**src/subsys_pkg.sv**
```systemverilog
package subsys_pkg;

  localparam int unsigned ADDR_W = 32;
  localparam int unsigned DATA_W = 64;

  // ------------------------------
  // Address map
  // ------------------------------
  typedef enum logic [1:0] {
    TGT_ROM   = 2'd0,
    TGT_CLINT = 2'd1,
    TGT_NONE  = 2'd2
  } target_e;

  // End address is exclusive
  typedef struct packed {
    target_e             idx;
    logic [ADDR_W-1:0]   start_addr;
    logic [ADDR_W-1:0]   end_addr;
  } addr_rule_t;

  localparam int unsigned NUM_RULES = 2;

  localparam addr_rule_t ADDR_MAP [NUM_RULES] = '{
    '{idx: TGT_ROM,   start_addr: 32'h0001_0000, end_addr: 32'h0002_0000},
    '{idx: TGT_CLINT, start_addr: 32'h0200_0000, end_addr: 32'h0200_C000}
  };

  // ------------------------------
  // Bus
  // ------------------------------
  typedef struct packed {
    logic                req;
    logic                we;
    logic [ADDR_W-1:0]   addr;
    logic [DATA_W-1:0]   wdata;
  } bus_req_t;

  typedef struct packed {
    logic                valid;
    logic                err;
    logic [DATA_W-1:0]   rdata;
  } bus_rsp_t;

  // CLINT register offsets
  localparam logic [15:0] MSIP_OFS     = 16'h0000;
  localparam logic [15:0] MTIMECMP_OFS = 16'h4000;
  localparam logic [15:0] MTIME_OFS    = 16'hBFF8;

  // Boot image, two instructions per word
  localparam int unsigned ROM_WORDS = 16;

  localparam logic [DATA_W-1:0] BOOT_IMAGE [ROM_WORDS] = '{
    64'h0000_0297_f140_2573, 64'h0202_b283_0182_8293,
    64'h0102_8593_0002_8067, 64'h0000_0013_0000_0013,
    64'h3050_1073_0000_0517, 64'h0800_0593_0005_0513,
    64'h0005_8067_0000_0073, 64'h1050_0073_ffdf_f06f,
    64'h0200_0537_0045_0513, 64'h0005_2023_0000_0013,
    64'h8000_02b7_0002_8067, 64'h0000_0000_0000_0000,
    64'hdead_beef_cafe_f00d, 64'h0123_4567_89ab_cdef,
    64'hfedc_ba98_7654_3210, 64'h5a5a_a5a5_3c3c_c3c3
  };

endpackage

```
**src/addr_decode.sv**
```systemverilog
module addr_decode import subsys_pkg::*; (
  input  bus_req_t bus_req_i,
  output target_e  tgt_o
);

  logic [NUM_RULES-1:0] hit;

  // ------------------------------
  // Rule match
  // ------------------------------
  always_comb begin
    hit   = '0;
    tgt_o = TGT_NONE;
    for (int i = 0; i < NUM_RULES; i++) begin
      if (bus_req_i.req &&
          bus_req_i.addr >= ADDR_MAP[i].start_addr &&
          bus_req_i.addr <  ADDR_MAP[i].end_addr) begin
        hit[i] = 1'b1;
        tgt_o  = ADDR_MAP[i].idx;
      end
    end
  end

  // Overlapping rules would make the target depend on table order
  always_comb begin
    a_single_hit: assert final (!bus_req_i.req || $onehot0(hit))
      else $error("address %h hits more than one rule", bus_req_i.addr);
  end

endmodule

```
**src/boot_rom.sv**
```systemverilog
module boot_rom import subsys_pkg::*; (
  input  logic [ADDR_W-1:0] addr_i,
  output logic [DATA_W-1:0] rdata_o
);

  localparam int unsigned IDX_W = $clog2(ROM_WORDS);

  logic [ADDR_W-1:0] offset;
  logic [ADDR_W-1:0] word_idx;

  // Byte offset from the ROM base, then 64-bit word index
  assign offset   = addr_i - ADDR_MAP[0].start_addr;
  assign word_idx = offset >> 3;

  always_comb begin
    if (word_idx < ROM_WORDS) begin
      rdata_o = BOOT_IMAGE[word_idx[IDX_W-1:0]];
    end else begin
      // Rest of the region reads as zero
      rdata_o = '0;
    end
  end

endmodule

```
**src/clint_timer.sv**
```systemverilog
module clint_timer import subsys_pkg::*; #(
  parameter int unsigned NUM_HARTS = 2
) (
  input  logic                 clk_i,
  input  logic                 ndmreset_n,
  input  logic                 rtc_tick_i,
  input  bus_req_t             bus_req_i,
  input  target_e              tgt_i,
  output logic [DATA_W-1:0]    rdata_o,
  output logic [NUM_HARTS-1:0] timer_irq_o,
  output logic [NUM_HARTS-1:0] ipi_o
);

  logic [15:0]                          ofs;
  logic                                 wr_en;
  logic                                 rtc_phase_q;
  logic [DATA_W-1:0]                    mtime_q;
  logic [NUM_HARTS-1:0][DATA_W-1:0]     mtimecmp_q;
  logic [NUM_HARTS-1:0]                 msip_q;

  assign ofs   = 16'(bus_req_i.addr - ADDR_MAP[1].start_addr);
  assign wr_en = (tgt_i == TGT_CLINT) && bus_req_i.we;

  // ------------------------------
  // Registers
  // ------------------------------
  always_ff @(posedge clk_i or negedge ndmreset_n) begin
    if (!ndmreset_n) begin
      rtc_phase_q <= 1'b0;
      mtime_q     <= '0;
      mtimecmp_q  <= '1;
      msip_q      <= '0;
    end else begin
      // rtc divided by two
      if (rtc_tick_i) begin
        rtc_phase_q <= ~rtc_phase_q;
      end

      if (wr_en && ofs == MTIME_OFS) begin
        mtime_q <= bus_req_i.wdata;
      end else if (rtc_tick_i && rtc_phase_q) begin
        mtime_q <= mtime_q + 1'b1;
      end

      for (int h = 0; h < NUM_HARTS; h++) begin
        if (wr_en && ofs == MSIP_OFS + 16'(4 * h)) begin
          msip_q[h] <= bus_req_i.wdata[0];
        end
        if (wr_en && ofs == MTIMECMP_OFS + 16'(8 * h)) begin
          mtimecmp_q[h] <= bus_req_i.wdata;
        end
      end
    end
  end

  // ------------------------------
  // Read decode
  // ------------------------------
  always_comb begin
    rdata_o = '0;
    if (ofs == MTIME_OFS) begin
      rdata_o = mtime_q;
    end
    for (int h = 0; h < NUM_HARTS; h++) begin
      if (ofs == MSIP_OFS + 16'(4 * h)) begin
        rdata_o = {{(DATA_W-1){1'b0}}, msip_q[h]};
      end
      if (ofs == MTIMECMP_OFS + 16'(8 * h)) begin
        rdata_o = mtimecmp_q[h];
      end
    end
  end

  // Interrupts
  always_comb begin
    for (int h = 0; h < NUM_HARTS; h++) begin
      timer_irq_o[h] = (mtime_q >= mtimecmp_q[h]);
    end
  end

  assign ipi_o = msip_q;

  // Software interrupts move only on a bus write
  a_ipi_from_write: assert property (
    @(posedge clk_i) disable iff (!ndmreset_n)
    $changed(ipi_o) |-> $past(wr_en)
  ) else $error("ipi changed without a CLINT write");

endmodule

```
**src/debug_req_gate.sv**
```systemverilog
module debug_req_gate import subsys_pkg::*; #(
  parameter int unsigned NUM_HARTS = 2,
  parameter int unsigned DMI_DELAY = 500
) (
  input  logic                 clk_i,
  input  logic                 ndmreset_n,
  input  logic [NUM_HARTS-1:0] debug_req_i,
  output logic [NUM_HARTS-1:0] debug_req_o
);

  localparam int unsigned CNT_W = $clog2(DMI_DELAY + 1);

  logic [CNT_W-1:0] cnt_q;

  // Boot code runs before any debug request gets through
  always_ff @(posedge clk_i or negedge ndmreset_n) begin
    if (!ndmreset_n) begin
      cnt_q <= CNT_W'(DMI_DELAY);
    end else if (cnt_q != '0) begin
      cnt_q <= cnt_q - 1'b1;
    end
  end

  assign debug_req_o = (cnt_q == '0) ? debug_req_i : '0;

  a_gate_closed: assert property (
    @(posedge clk_i) disable iff (!ndmreset_n)
    (cnt_q != '0) |-> (debug_req_o == '0) ##1 (cnt_q == $past(cnt_q) - 1'b1)
  ) else $error("debug request passed while delay counter running");

endmodule

```
**src/bus_response.sv**
```systemverilog
module bus_response import subsys_pkg::*; (
  input  logic              clk_i,
  input  logic              ndmreset_n,
  input  bus_req_t          bus_req_i,
  input  target_e           tgt_i,
  input  logic [DATA_W-1:0] rom_rdata_i,
  input  logic [DATA_W-1:0] clint_rdata_i,
  output bus_rsp_t          bus_rsp_o
);

  logic [DATA_W-1:0] rdata_d;
  logic              err_d;

  always_comb begin
    unique case (tgt_i)
      TGT_ROM:   rdata_d = rom_rdata_i;
      TGT_CLINT: rdata_d = clint_rdata_i;
      default:   rdata_d = '0;
    endcase
  end

  assign err_d = bus_req_i.req && (tgt_i == TGT_NONE);

  // ------------------------------
  // Response register
  // ------------------------------
  always_ff @(posedge clk_i or negedge ndmreset_n) begin
    if (!ndmreset_n) begin
      bus_rsp_o <= '0;
    end else begin
      bus_rsp_o.valid <= bus_req_i.req;
      bus_rsp_o.err   <= err_d;
      bus_rsp_o.rdata <= rdata_d;
    end
  end

  a_rsp_latency: assert property (
    @(posedge clk_i) disable iff (!ndmreset_n)
    bus_rsp_o.valid == $past(bus_req_i.req)
  ) else $error("response valid not one cycle after request");

endmodule

```
**src/soc_periph_subsys.sv**
```systemverilog
module soc_periph_subsys import subsys_pkg::*; #(
  parameter int unsigned NUM_HARTS = 2,
  parameter int unsigned DMI_DELAY = 500
) (
  input  logic                 clk_i,
  input  logic                 ndmreset_n,
  input  bus_req_t             bus_req_i,
  output bus_rsp_t             bus_rsp_o,
  input  logic                 rtc_tick_i,
  output logic [NUM_HARTS-1:0] timer_irq_o,
  output logic [NUM_HARTS-1:0] ipi_o,
  input  logic [NUM_HARTS-1:0] debug_req_i,
  output logic [NUM_HARTS-1:0] debug_req_o
);

  target_e           tgt;
  logic [DATA_W-1:0] rom_rdata;
  logic [DATA_W-1:0] clint_rdata;

  addr_decode i_addr_decode (
    .bus_req_i ( bus_req_i ),
    .tgt_o     ( tgt       )
  );

  boot_rom i_boot_rom (
    .addr_i  ( bus_req_i.addr ),
    .rdata_o ( rom_rdata      )
  );

  clint_timer #(
    .NUM_HARTS ( NUM_HARTS )
  ) i_clint_timer (
    .clk_i       ( clk_i       ),
    .ndmreset_n  ( ndmreset_n  ),
    .rtc_tick_i  ( rtc_tick_i  ),
    .bus_req_i   ( bus_req_i   ),
    .tgt_i       ( tgt         ),
    .rdata_o     ( clint_rdata ),
    .timer_irq_o ( timer_irq_o ),
    .ipi_o       ( ipi_o       )
  );

  debug_req_gate #(
    .NUM_HARTS ( NUM_HARTS ),
    .DMI_DELAY ( DMI_DELAY )
  ) i_debug_req_gate (
    .clk_i       ( clk_i       ),
    .ndmreset_n  ( ndmreset_n  ),
    .debug_req_i ( debug_req_i ),
    .debug_req_o ( debug_req_o )
  );

  bus_response i_bus_response (
    .clk_i         ( clk_i       ),
    .ndmreset_n    ( ndmreset_n  ),
    .bus_req_i     ( bus_req_i   ),
    .tgt_i         ( tgt         ),
    .rom_rdata_i   ( rom_rdata   ),
    .clint_rdata_i ( clint_rdata ),
    .bus_rsp_o     ( bus_rsp_o   )
  );

endmodule

```
**config.mk**
```make
export PLATFORM = sky130hd
export DESIGN_NAME = soc_periph_subsys
export DESIGN_NICKNAME = d
export VERILOG_FILES = /design/src/subsys_pkg.sv /design/src/addr_decode.sv /design/src/boot_rom.sv /design/src/clint_timer.sv /design/src/debug_req_gate.sv /design/src/bus_response.sv /design/src/soc_periph_subsys.sv
export SDC_FILE = /design/constraint.sdc
export NUM_CORES = 1
export LEC_CHECK = 0
export ABC_AREA = 1
export BUFFER_PORTS_ARGS = -buffer_cell sky130_fd_sc_hd__buf_4
export CAP_MARGIN = 25
export CORE_MARGIN = 2
export CORE_UTILIZATION = 50
export DETAILED_ROUTE_END_ITERATION = 16
export PLACE_DENSITY_LB_ADDON = 0.3
export REMOVE_ABC_BUFFERS = 1
export SLEW_MARGIN = 15
export SYNTH_ARGS = -nofsm -noshare
export SYNTH_HDL_FRONTEND = slang
export SYNTH_HIERARCHICAL = 1
export SYNTH_SLANG_ARGS = --single-unit
```
**constraint.sdc**
```tcl
create_clock -name clk_i -period 4.7 [get_ports clk_i]
set_input_delay 0.235 -clock clk_i [delete_from_list [all_inputs] [get_ports clk_i]]
set_output_delay 0.235 -clock clk_i [all_outputs]
set_load 0.03 [all_outputs]
```
==> flow_summary_export.csv, run 1 <==
group,metric,value,unit
global_route,antenna_found_initial,1,
synthesis,synth_edf_count,0,
placed_design,placed_cells,3197,
clock_tree,h-tree-depth,2,
global_route,grt_pass1_wl,94.6,mm
global_route,track_usage,0.308,
global_route,grt-ovfl-total,0,
global_route,grt_pass1_vias,17500,
global_route,grt_max_degree,111,
clock_tree,clk_pin_slew,0.06,ns
floorplan,die_area,39400,um2
floorplan,fp.coreArea,37400,um2
routing,first_pass_iters,6,
setup_path,endpoint_kind,"output pin",
synthesis,syn_inst,2602,
layout,nets,2996,
floorplan,io_pins,175,
layout,syn_to_final_growth,15.5,%
timing,drv_slew,0,
floorplan,row_count,71,
timing,fin_crit_sh,0.666,
synthesis,async_reset_ff_frac,1.00,
timing,relSlewSlack,0.275,
synthesis,synth-seq-cells,270,
power_and_ir_drop,power.density,312,nW/um2
clock_tree,cts_tree,"built",
routing,vias_per_cell,5.56,
run_status,status,"finished, final reports clean",
placed_design,gp_congestion,1.01,
timing,setup_slack,1.57,ns
floorplan,initial_core_util,0.505,
job,drv_cap,0,
setup_path,cp_data_required_time,4.47,ns
layout,drive_gt1_frac,0.177,
timing,fin_crit,3.13,ns
timing,rsz0062_at_grt,"false",
synthesis,synth_seq_area_share,0.366,
timing,setup_tns,0,ns
routing,vias,18300,
clock_tree,cts_resized,0,
floorplan,die_h,198,um
clock_tree,cts-root-buf,"clkbuf_16",
synthesis,ys.flop_type,"dfrtp_1",
placed_design,numPortBuffers,174,
clock_tree,cts_buffer_depth,3,
synthesis,avgSynthCellArea,7.26,um2
timing,skew,0.0184,ns
worst_hold_path,min_path_type,"in2reg",
placed_design,dpl_worst_slack,1.75,ns
timing,tightest_slew,1.08,ns
layout,final_core_util,0.583,
routing,drt_iter0_markers,1682,
setup_path,critPathArrivalTime,2.90,ns
synthesis,ys_warn_count,6,
routing,route.final.wire_length,60.4,mm
synthesis,synth_cell_types,45,
routing,drc,0,
setup_path,start_kind,"flip-flop",
layout,instances_no_fill,3293,
timing,final-hold-violation-count,0,
timing,fmax,319,MHz
power_and_ir_drop,p_leak,10.2,nW
clock_tree,cts_made_buffers,34,
placed_design,hpwl,44.4,mm
synthesis,synth_area,18900,um2
clock_tree,cts_sinks,270,
clock_tree,clkLatencyLatePin,0.53,ns
layout,fin_area,21800,um2
power_and_ir_drop,vdd_drop_max,0.000252,V
floorplan,die_w,198,um
setup_path,crit_type,"reg2out",
timing,finalSetupViolations,0,
setup_path,crit_fanout,8,
placed_design,dpl_cell_area,20400,um2
routing,wl_per_cell,18.3,um
routing,ant_nets,0,
critical path: stages (launching register included):
cell     delay, ns
dfrtp_1       0.51
ha_1          0.37
nand2_1       0.06
nor2_1        0.16
nand2_1       0.14
nor4_1        0.46
inv_1         0.18
a21oi_1       0.15
nor2_1        0.06
nand2_1       0.12
buf_4         0.18
path summary, 6_finish.rpt:
path,from,to,slack [ns],depth (start not counted)
max,i_clint_timer/mtime_q[59],timer_irq_o[1],1.57,10
min,bus_req_i[9],i_clint_timer/mtimecmp_q[73],0.01,3
max reg2reg,i_clint_timer/mtime_q[1],i_clint_timer/mtime_q[34],1.99,10
min reg2reg,i_clint_timer/mtimecmp_q[80],i_clint_timer/mtimecmp_q[80],0.48,2
max in group asynchronous,ndmreset_n,i_bus_response/bus_rsp_o[16],3.22,3
min in group asynchronous,ndmreset_n,i_clint_timer/mtime_q[3],0.35,2
through the flow:
stage,hold slack (ns),total power [mW]
2_1_floorplan,-0.0606,3.66
3_3_place_gp,0.346,4.19
3_5_place_dp,0.352,4.24
4_1_cts,0.00256,6.83
5_1_grt,0.0140,7.19
6_report,0.0147,6.80
cell usage in the layout, fill, tap and decap left out, types with 32 or more instances in the layout:
cell type / instances
nor2_1: 221
ha_1: 137
dfstp_2: 134
o21ai_0: 175
inv_1: 405
a22oi_1: 64
nor3_1: 32
clkbuf_16: 35
dlygate4sd3_1: 34
dfrtp_1: 136
o21ai_2: 68
nand3_1: 151
xor2_1: 33
buf_4: 189
nand4_1: 44
nand2_1: 686
a21oi_1: 84
per-layer routing:
layer	up-vias	GRT usage	part of all wire
met5	-	0	0
met2	809	0.491	0.45
li1	8679	-	-
met1	8694	0.424	0.43
met4	0	0.116	0.035
met3	131	0.0456	0.081
sequential cells by signal, indices dropped and copies added, names as in the netlist:
name / count
i_clint_timer/ipi_o: 2
i_debug_req_gate/cnt_q: 9
i_clint_timer/mtime_q: 64
i_clint_timer/rtc_phase_q: 1
i_clint_timer/mtimecmp_q: 128
i_bus_response/bus_rsp_o: 66
kinds of logic (layout without fill, tap and decap cells):
logic type,Yosys count,in the layout,share of synthesized area
multiplexers,1,1,0.000530
AO/OA/AOI/OAI,455,455,0.148
adder cells (fa/ha/maj),137,137,0.0907
flip-flops,270,270,0.366
buffers and inverters,519,698,0.116
AND/OR/NAND/NOR,1184,1184,0.262
XOR/XNOR,36,36,0.0167
other,0,1,0
cells in the mapped netlist, types with 2 or more instances:
master      n  area (um2)
nand2_1   687        2580
inv_1     406        1520
nor2_1    222         833
o21ai_0   175         876
nand3_1   151         756
ha_1      137        1710
dfrtp_1   136        3400
dfstp_2   134        3520
a21oi_1    84         420
o21ai_2    68         596
a22oi_1    64         480
nand4_1    44         275
clkbuf_1   43         161
xor2_1     33         289
nor3_1     32         160
o22ai_1    30         188
buf_2      27         135
buf_4      20         150
nor2_2     19         119
buf_6      17         191
o211ai_1   15         113
nand2_2     8        50.1
o21ai_1     7        35.0
inv_2       5        18.8
o21a_1      4        30.0
o21bai_1    4        30.0
or2_2       4        25.0
nand3b_1    3        22.5
nor4_1      3        18.8
xnor2_1     3        26.3
nor2_4      2        22.5
or2_1       2        12.5
final cells by class:
class	count	area (um2)
diodes	1	2.50
clock inverters	11	113
clock buffers	50	972
inverters	411	1540
fillers	3489	15600
well taps	511	639
multi-input cells	1813	9810
repair buffers	226	1810
flip-flops and latches	270	6920
timing repair:
action / in CTS / in global routing
endpoints found under the hold margin: 119 / 0
hold buffers: 34 / 0
setup buffers: 0 / 0
where the power goes:
part / internal, mW / leakage [nW] / switching [mW] / total (mW)
Sequential: 2.45 / 3.21 / 0.270 / 2.72
Clock: 1.50 / 0.504 / 1.04 / 2.54
Combinational: 0.598 / 6.48 / 0.947 / 1.54
(Power assumes the default switching activity.)
==> run 2, diff against run 1 <==
Clock period 4.7 ns to 2.57 ns, I/O delays scaled along.
==> run 2 against run 1 <==
Net effect: the run now ends with negative setup slack left; clock-buffer cell count is 7 lower; register-to-register slack worse by 1.9 ns; setup slack worse by 1.9 ns; combinational power up 120%; sequential share of layout area decreased by 1.7 points; critical path depth stayed put; final area is 5.5% higher; sequential power is 80% higher; via count is 1.5% higher; die area unchanged; wire length rose by 5.1%; largest cell class unchanged.
==> flow_summary_export.csv, run 2 (synthesis results as in run 1) <==
group,metric,value,unit
run_status,status,"complete, but fails checks",
run_status,violations,"negative setup slack",
worst_hold_path,min_path_cells,5,
layout,drive_gt1_frac,0.215,
layout,final_core_util,0.616,
global_route,grt-busiest-layer,"met2",
global_route,antenna_found_initial,0,
power_and_ir_drop,power.density,556,nW/um2
clock_tree,cts-root-buf,"clkbuf_16",
clock_tree,clkLatencyLatePin,0.58,ns
layout,n_fill_cell,3407,
routing,wl_per_cell,18.8,um
routing,vias,18600,
clock_tree,cts_buffer_depth,3,
setup_path,worstRegToRegCells,10,
placed_design,numPortBuffers,174,
worst_hold_path,min_from,"bus_req_i[64]",
layout,largest_register,"i_clint_timer/mtimecmp_q",
clock_tree,cts_tree,"built",
timing,fin_crit_sh,1.11,
routing,first_pass_iters,6,
global_route,grt-ovfl-total,0,
layout,syn_to_final_growth,21.9,%
setup_path,ff2ff_setup_slack,0.07,ns
power_and_ir_drop,p_leak,10.7,nW
timing,setup_tns,-0.378,ns
global_route,met3_usage,0.0351,
worst_hold_path,hold_path_end,"i_clint_timer/ipi_o[1]",
routing,drt_iter0_markers,1713,
floorplan,row_count,71,
timing,finalSetupViolations,2,
power_and_ir_drop,vdd_drop_max,0.000468,V
placed_design,dpl_cell_area,20800,um2
setup_path,reg2reg_from,"i_clint_timer/mtime_q[1]",
timing,rsz0062_at_grt,"true",
setup_path,crit_type,"reg2out",
timing,skew,0.0165,ns
clock_tree,h-tree-depth,1,
setup_path,crit_fanout,2,
layout,largest_reg_flops,128,
setup_path,start_kind,"flip-flop",
layout,fin_area,23000,um2
routing,ant_nets,0,
setup_path,cp_data_required_time,2.44,ns
power_and_ir_drop,power,12.8,mW
setup_path,endpoint_kind,"output pin",
global_route,grt_pass1_wl,98.6,mm
worst_hold_path,min_path_type,"in2reg",
floorplan,die_h,198,um
timing,fmax,350,MHz
routing,drc,0,
floorplan,die_w,198,um
layout,reg.largest.list,"i_clint_timer/mtimecmp_q (128), i_bus_response/bus_rsp_o (66), i_clint_timer/mtime_q (64)",
timing,fin_crit,2.86,ns
layout,nets,3075,
routing,route.final.wire_length,63.4,mm
layout,layout_commonest_cell,"nand2_1",
setup_path,r2r_end,"i_clint_timer/mtime_q[34]",
clock_tree,cts_made_buffers,30,
placed_design,hpwl,46.9,mm
global_route,grt_use_met2,0.513,
clock_tree,cts_sinks,270,
global_route,grt_pass1_vias,18200,
setup_path,critPathArrivalTime,2.73,ns
layout,final_cell_mix,"nand2_1 (671), inv_1 (394), buf_4 (225)",
timing,drv_slew,0,
placed_design,dpl_worst_slack,-0.123,ns
job,drv_cap,0,
placed_design,gp_congestion,0.991,
global_route,track_usage,0.322,
floorplan,initial_core_util,0.505,
timing,relSlewSlack,0.453,
timing,final-hold-violation-count,0,
timing,tightest_slew,0.821,ns
floorplan,die_area,39400,um2
global_route,grt_max_degree,82,
global_route,met1_usage,0.449,
clock_tree,clk_pin_slew,0.06,ns
routing,vias_per_cell,5.51,
floorplan,fp.coreArea,37400,um2
floorplan,io_pins,175,
timing,setup_slack,-0.290,ns
## run 2: how the worst max path moves through the flow
stage,slack (ns),startpoint,end
floorplan,-2.84,bus_req_i[85],i_clint_timer/mtimecmp_q[100]
global placement,-0.14,i_clint_timer/mtimecmp_q[95],timer_irq_o[1]
detailed placement,-0.12,i_clint_timer/mtimecmp_q[95],timer_irq_o[1]
CTS,-0.31,i_clint_timer/mtimecmp_q[92],timer_irq_o[1]
global route,-0.35,i_clint_timer/mtimecmp_q[117],timer_irq_o[1]
finish,-0.29,i_clint_timer/mtimecmp_q[117],timer_irq_o[1]
## run 2: per-layer routing
metal / share of wire / vias up
met5: 0 / -
met4: 0.042 / 0
met3: 0.074 / 131
met2: 0.45 / 801
met1: 0.43 / 8818
li1: - / 8835
## run 2: worst max-delay path, stage by stage, from the launching register on
cell     delay, ns
dfstp_2       0.54
inv_1         0.07
ha_1          0.30
nand4_1       0.25
nor4_4        0.35
buf_4         0.16
inv_1         0.07
a21oi_1       0.13
nor2_1        0.06
nand2_2       0.10
buf_6         0.13
## run 2: final cells by class
class                      instances  area [um2]  share of cell area
timing repair buffer             309        2670               0.116
inverter                         411        1540              0.0670
clock buffer                      43         901              0.0391
sequential                       270        6930               0.301
clock inverter                    13         146             0.00636
multi-input combinational       1813       10200               0.443
tap                              511         639              0.0278
antenna                            1        2.50            0.000109
## run 2: stage by stage
step / hold slack (ns) / std cells
after floorplan: -0.167 / 2494
after global placement: 0.198 / 3234
after detailed placement: 0.206 / 3234
after CTS: 0.00155 / 3370
after global routing: 0.0592 / 3370
final: 0.0338 / 3371
## run 2: where the power goes
part	internal (mW)	leakage, nW	switching [mW]	total (mW)
clock network	2.73	0.523	1.83	4.56
registers	4.47	3.21	0.420	4.89
logic	1.32	6.97	2.03	3.35
## run 2: repair_timing
item                                   in CTS  in global routing
setup endpoints to repair                   2                 11
hold buffers                               68                  0
endpoints found under the hold margin     254                  0
pin swaps                                  32                 10
buffers inserted                           12                  0
resized for setup                          73                 11
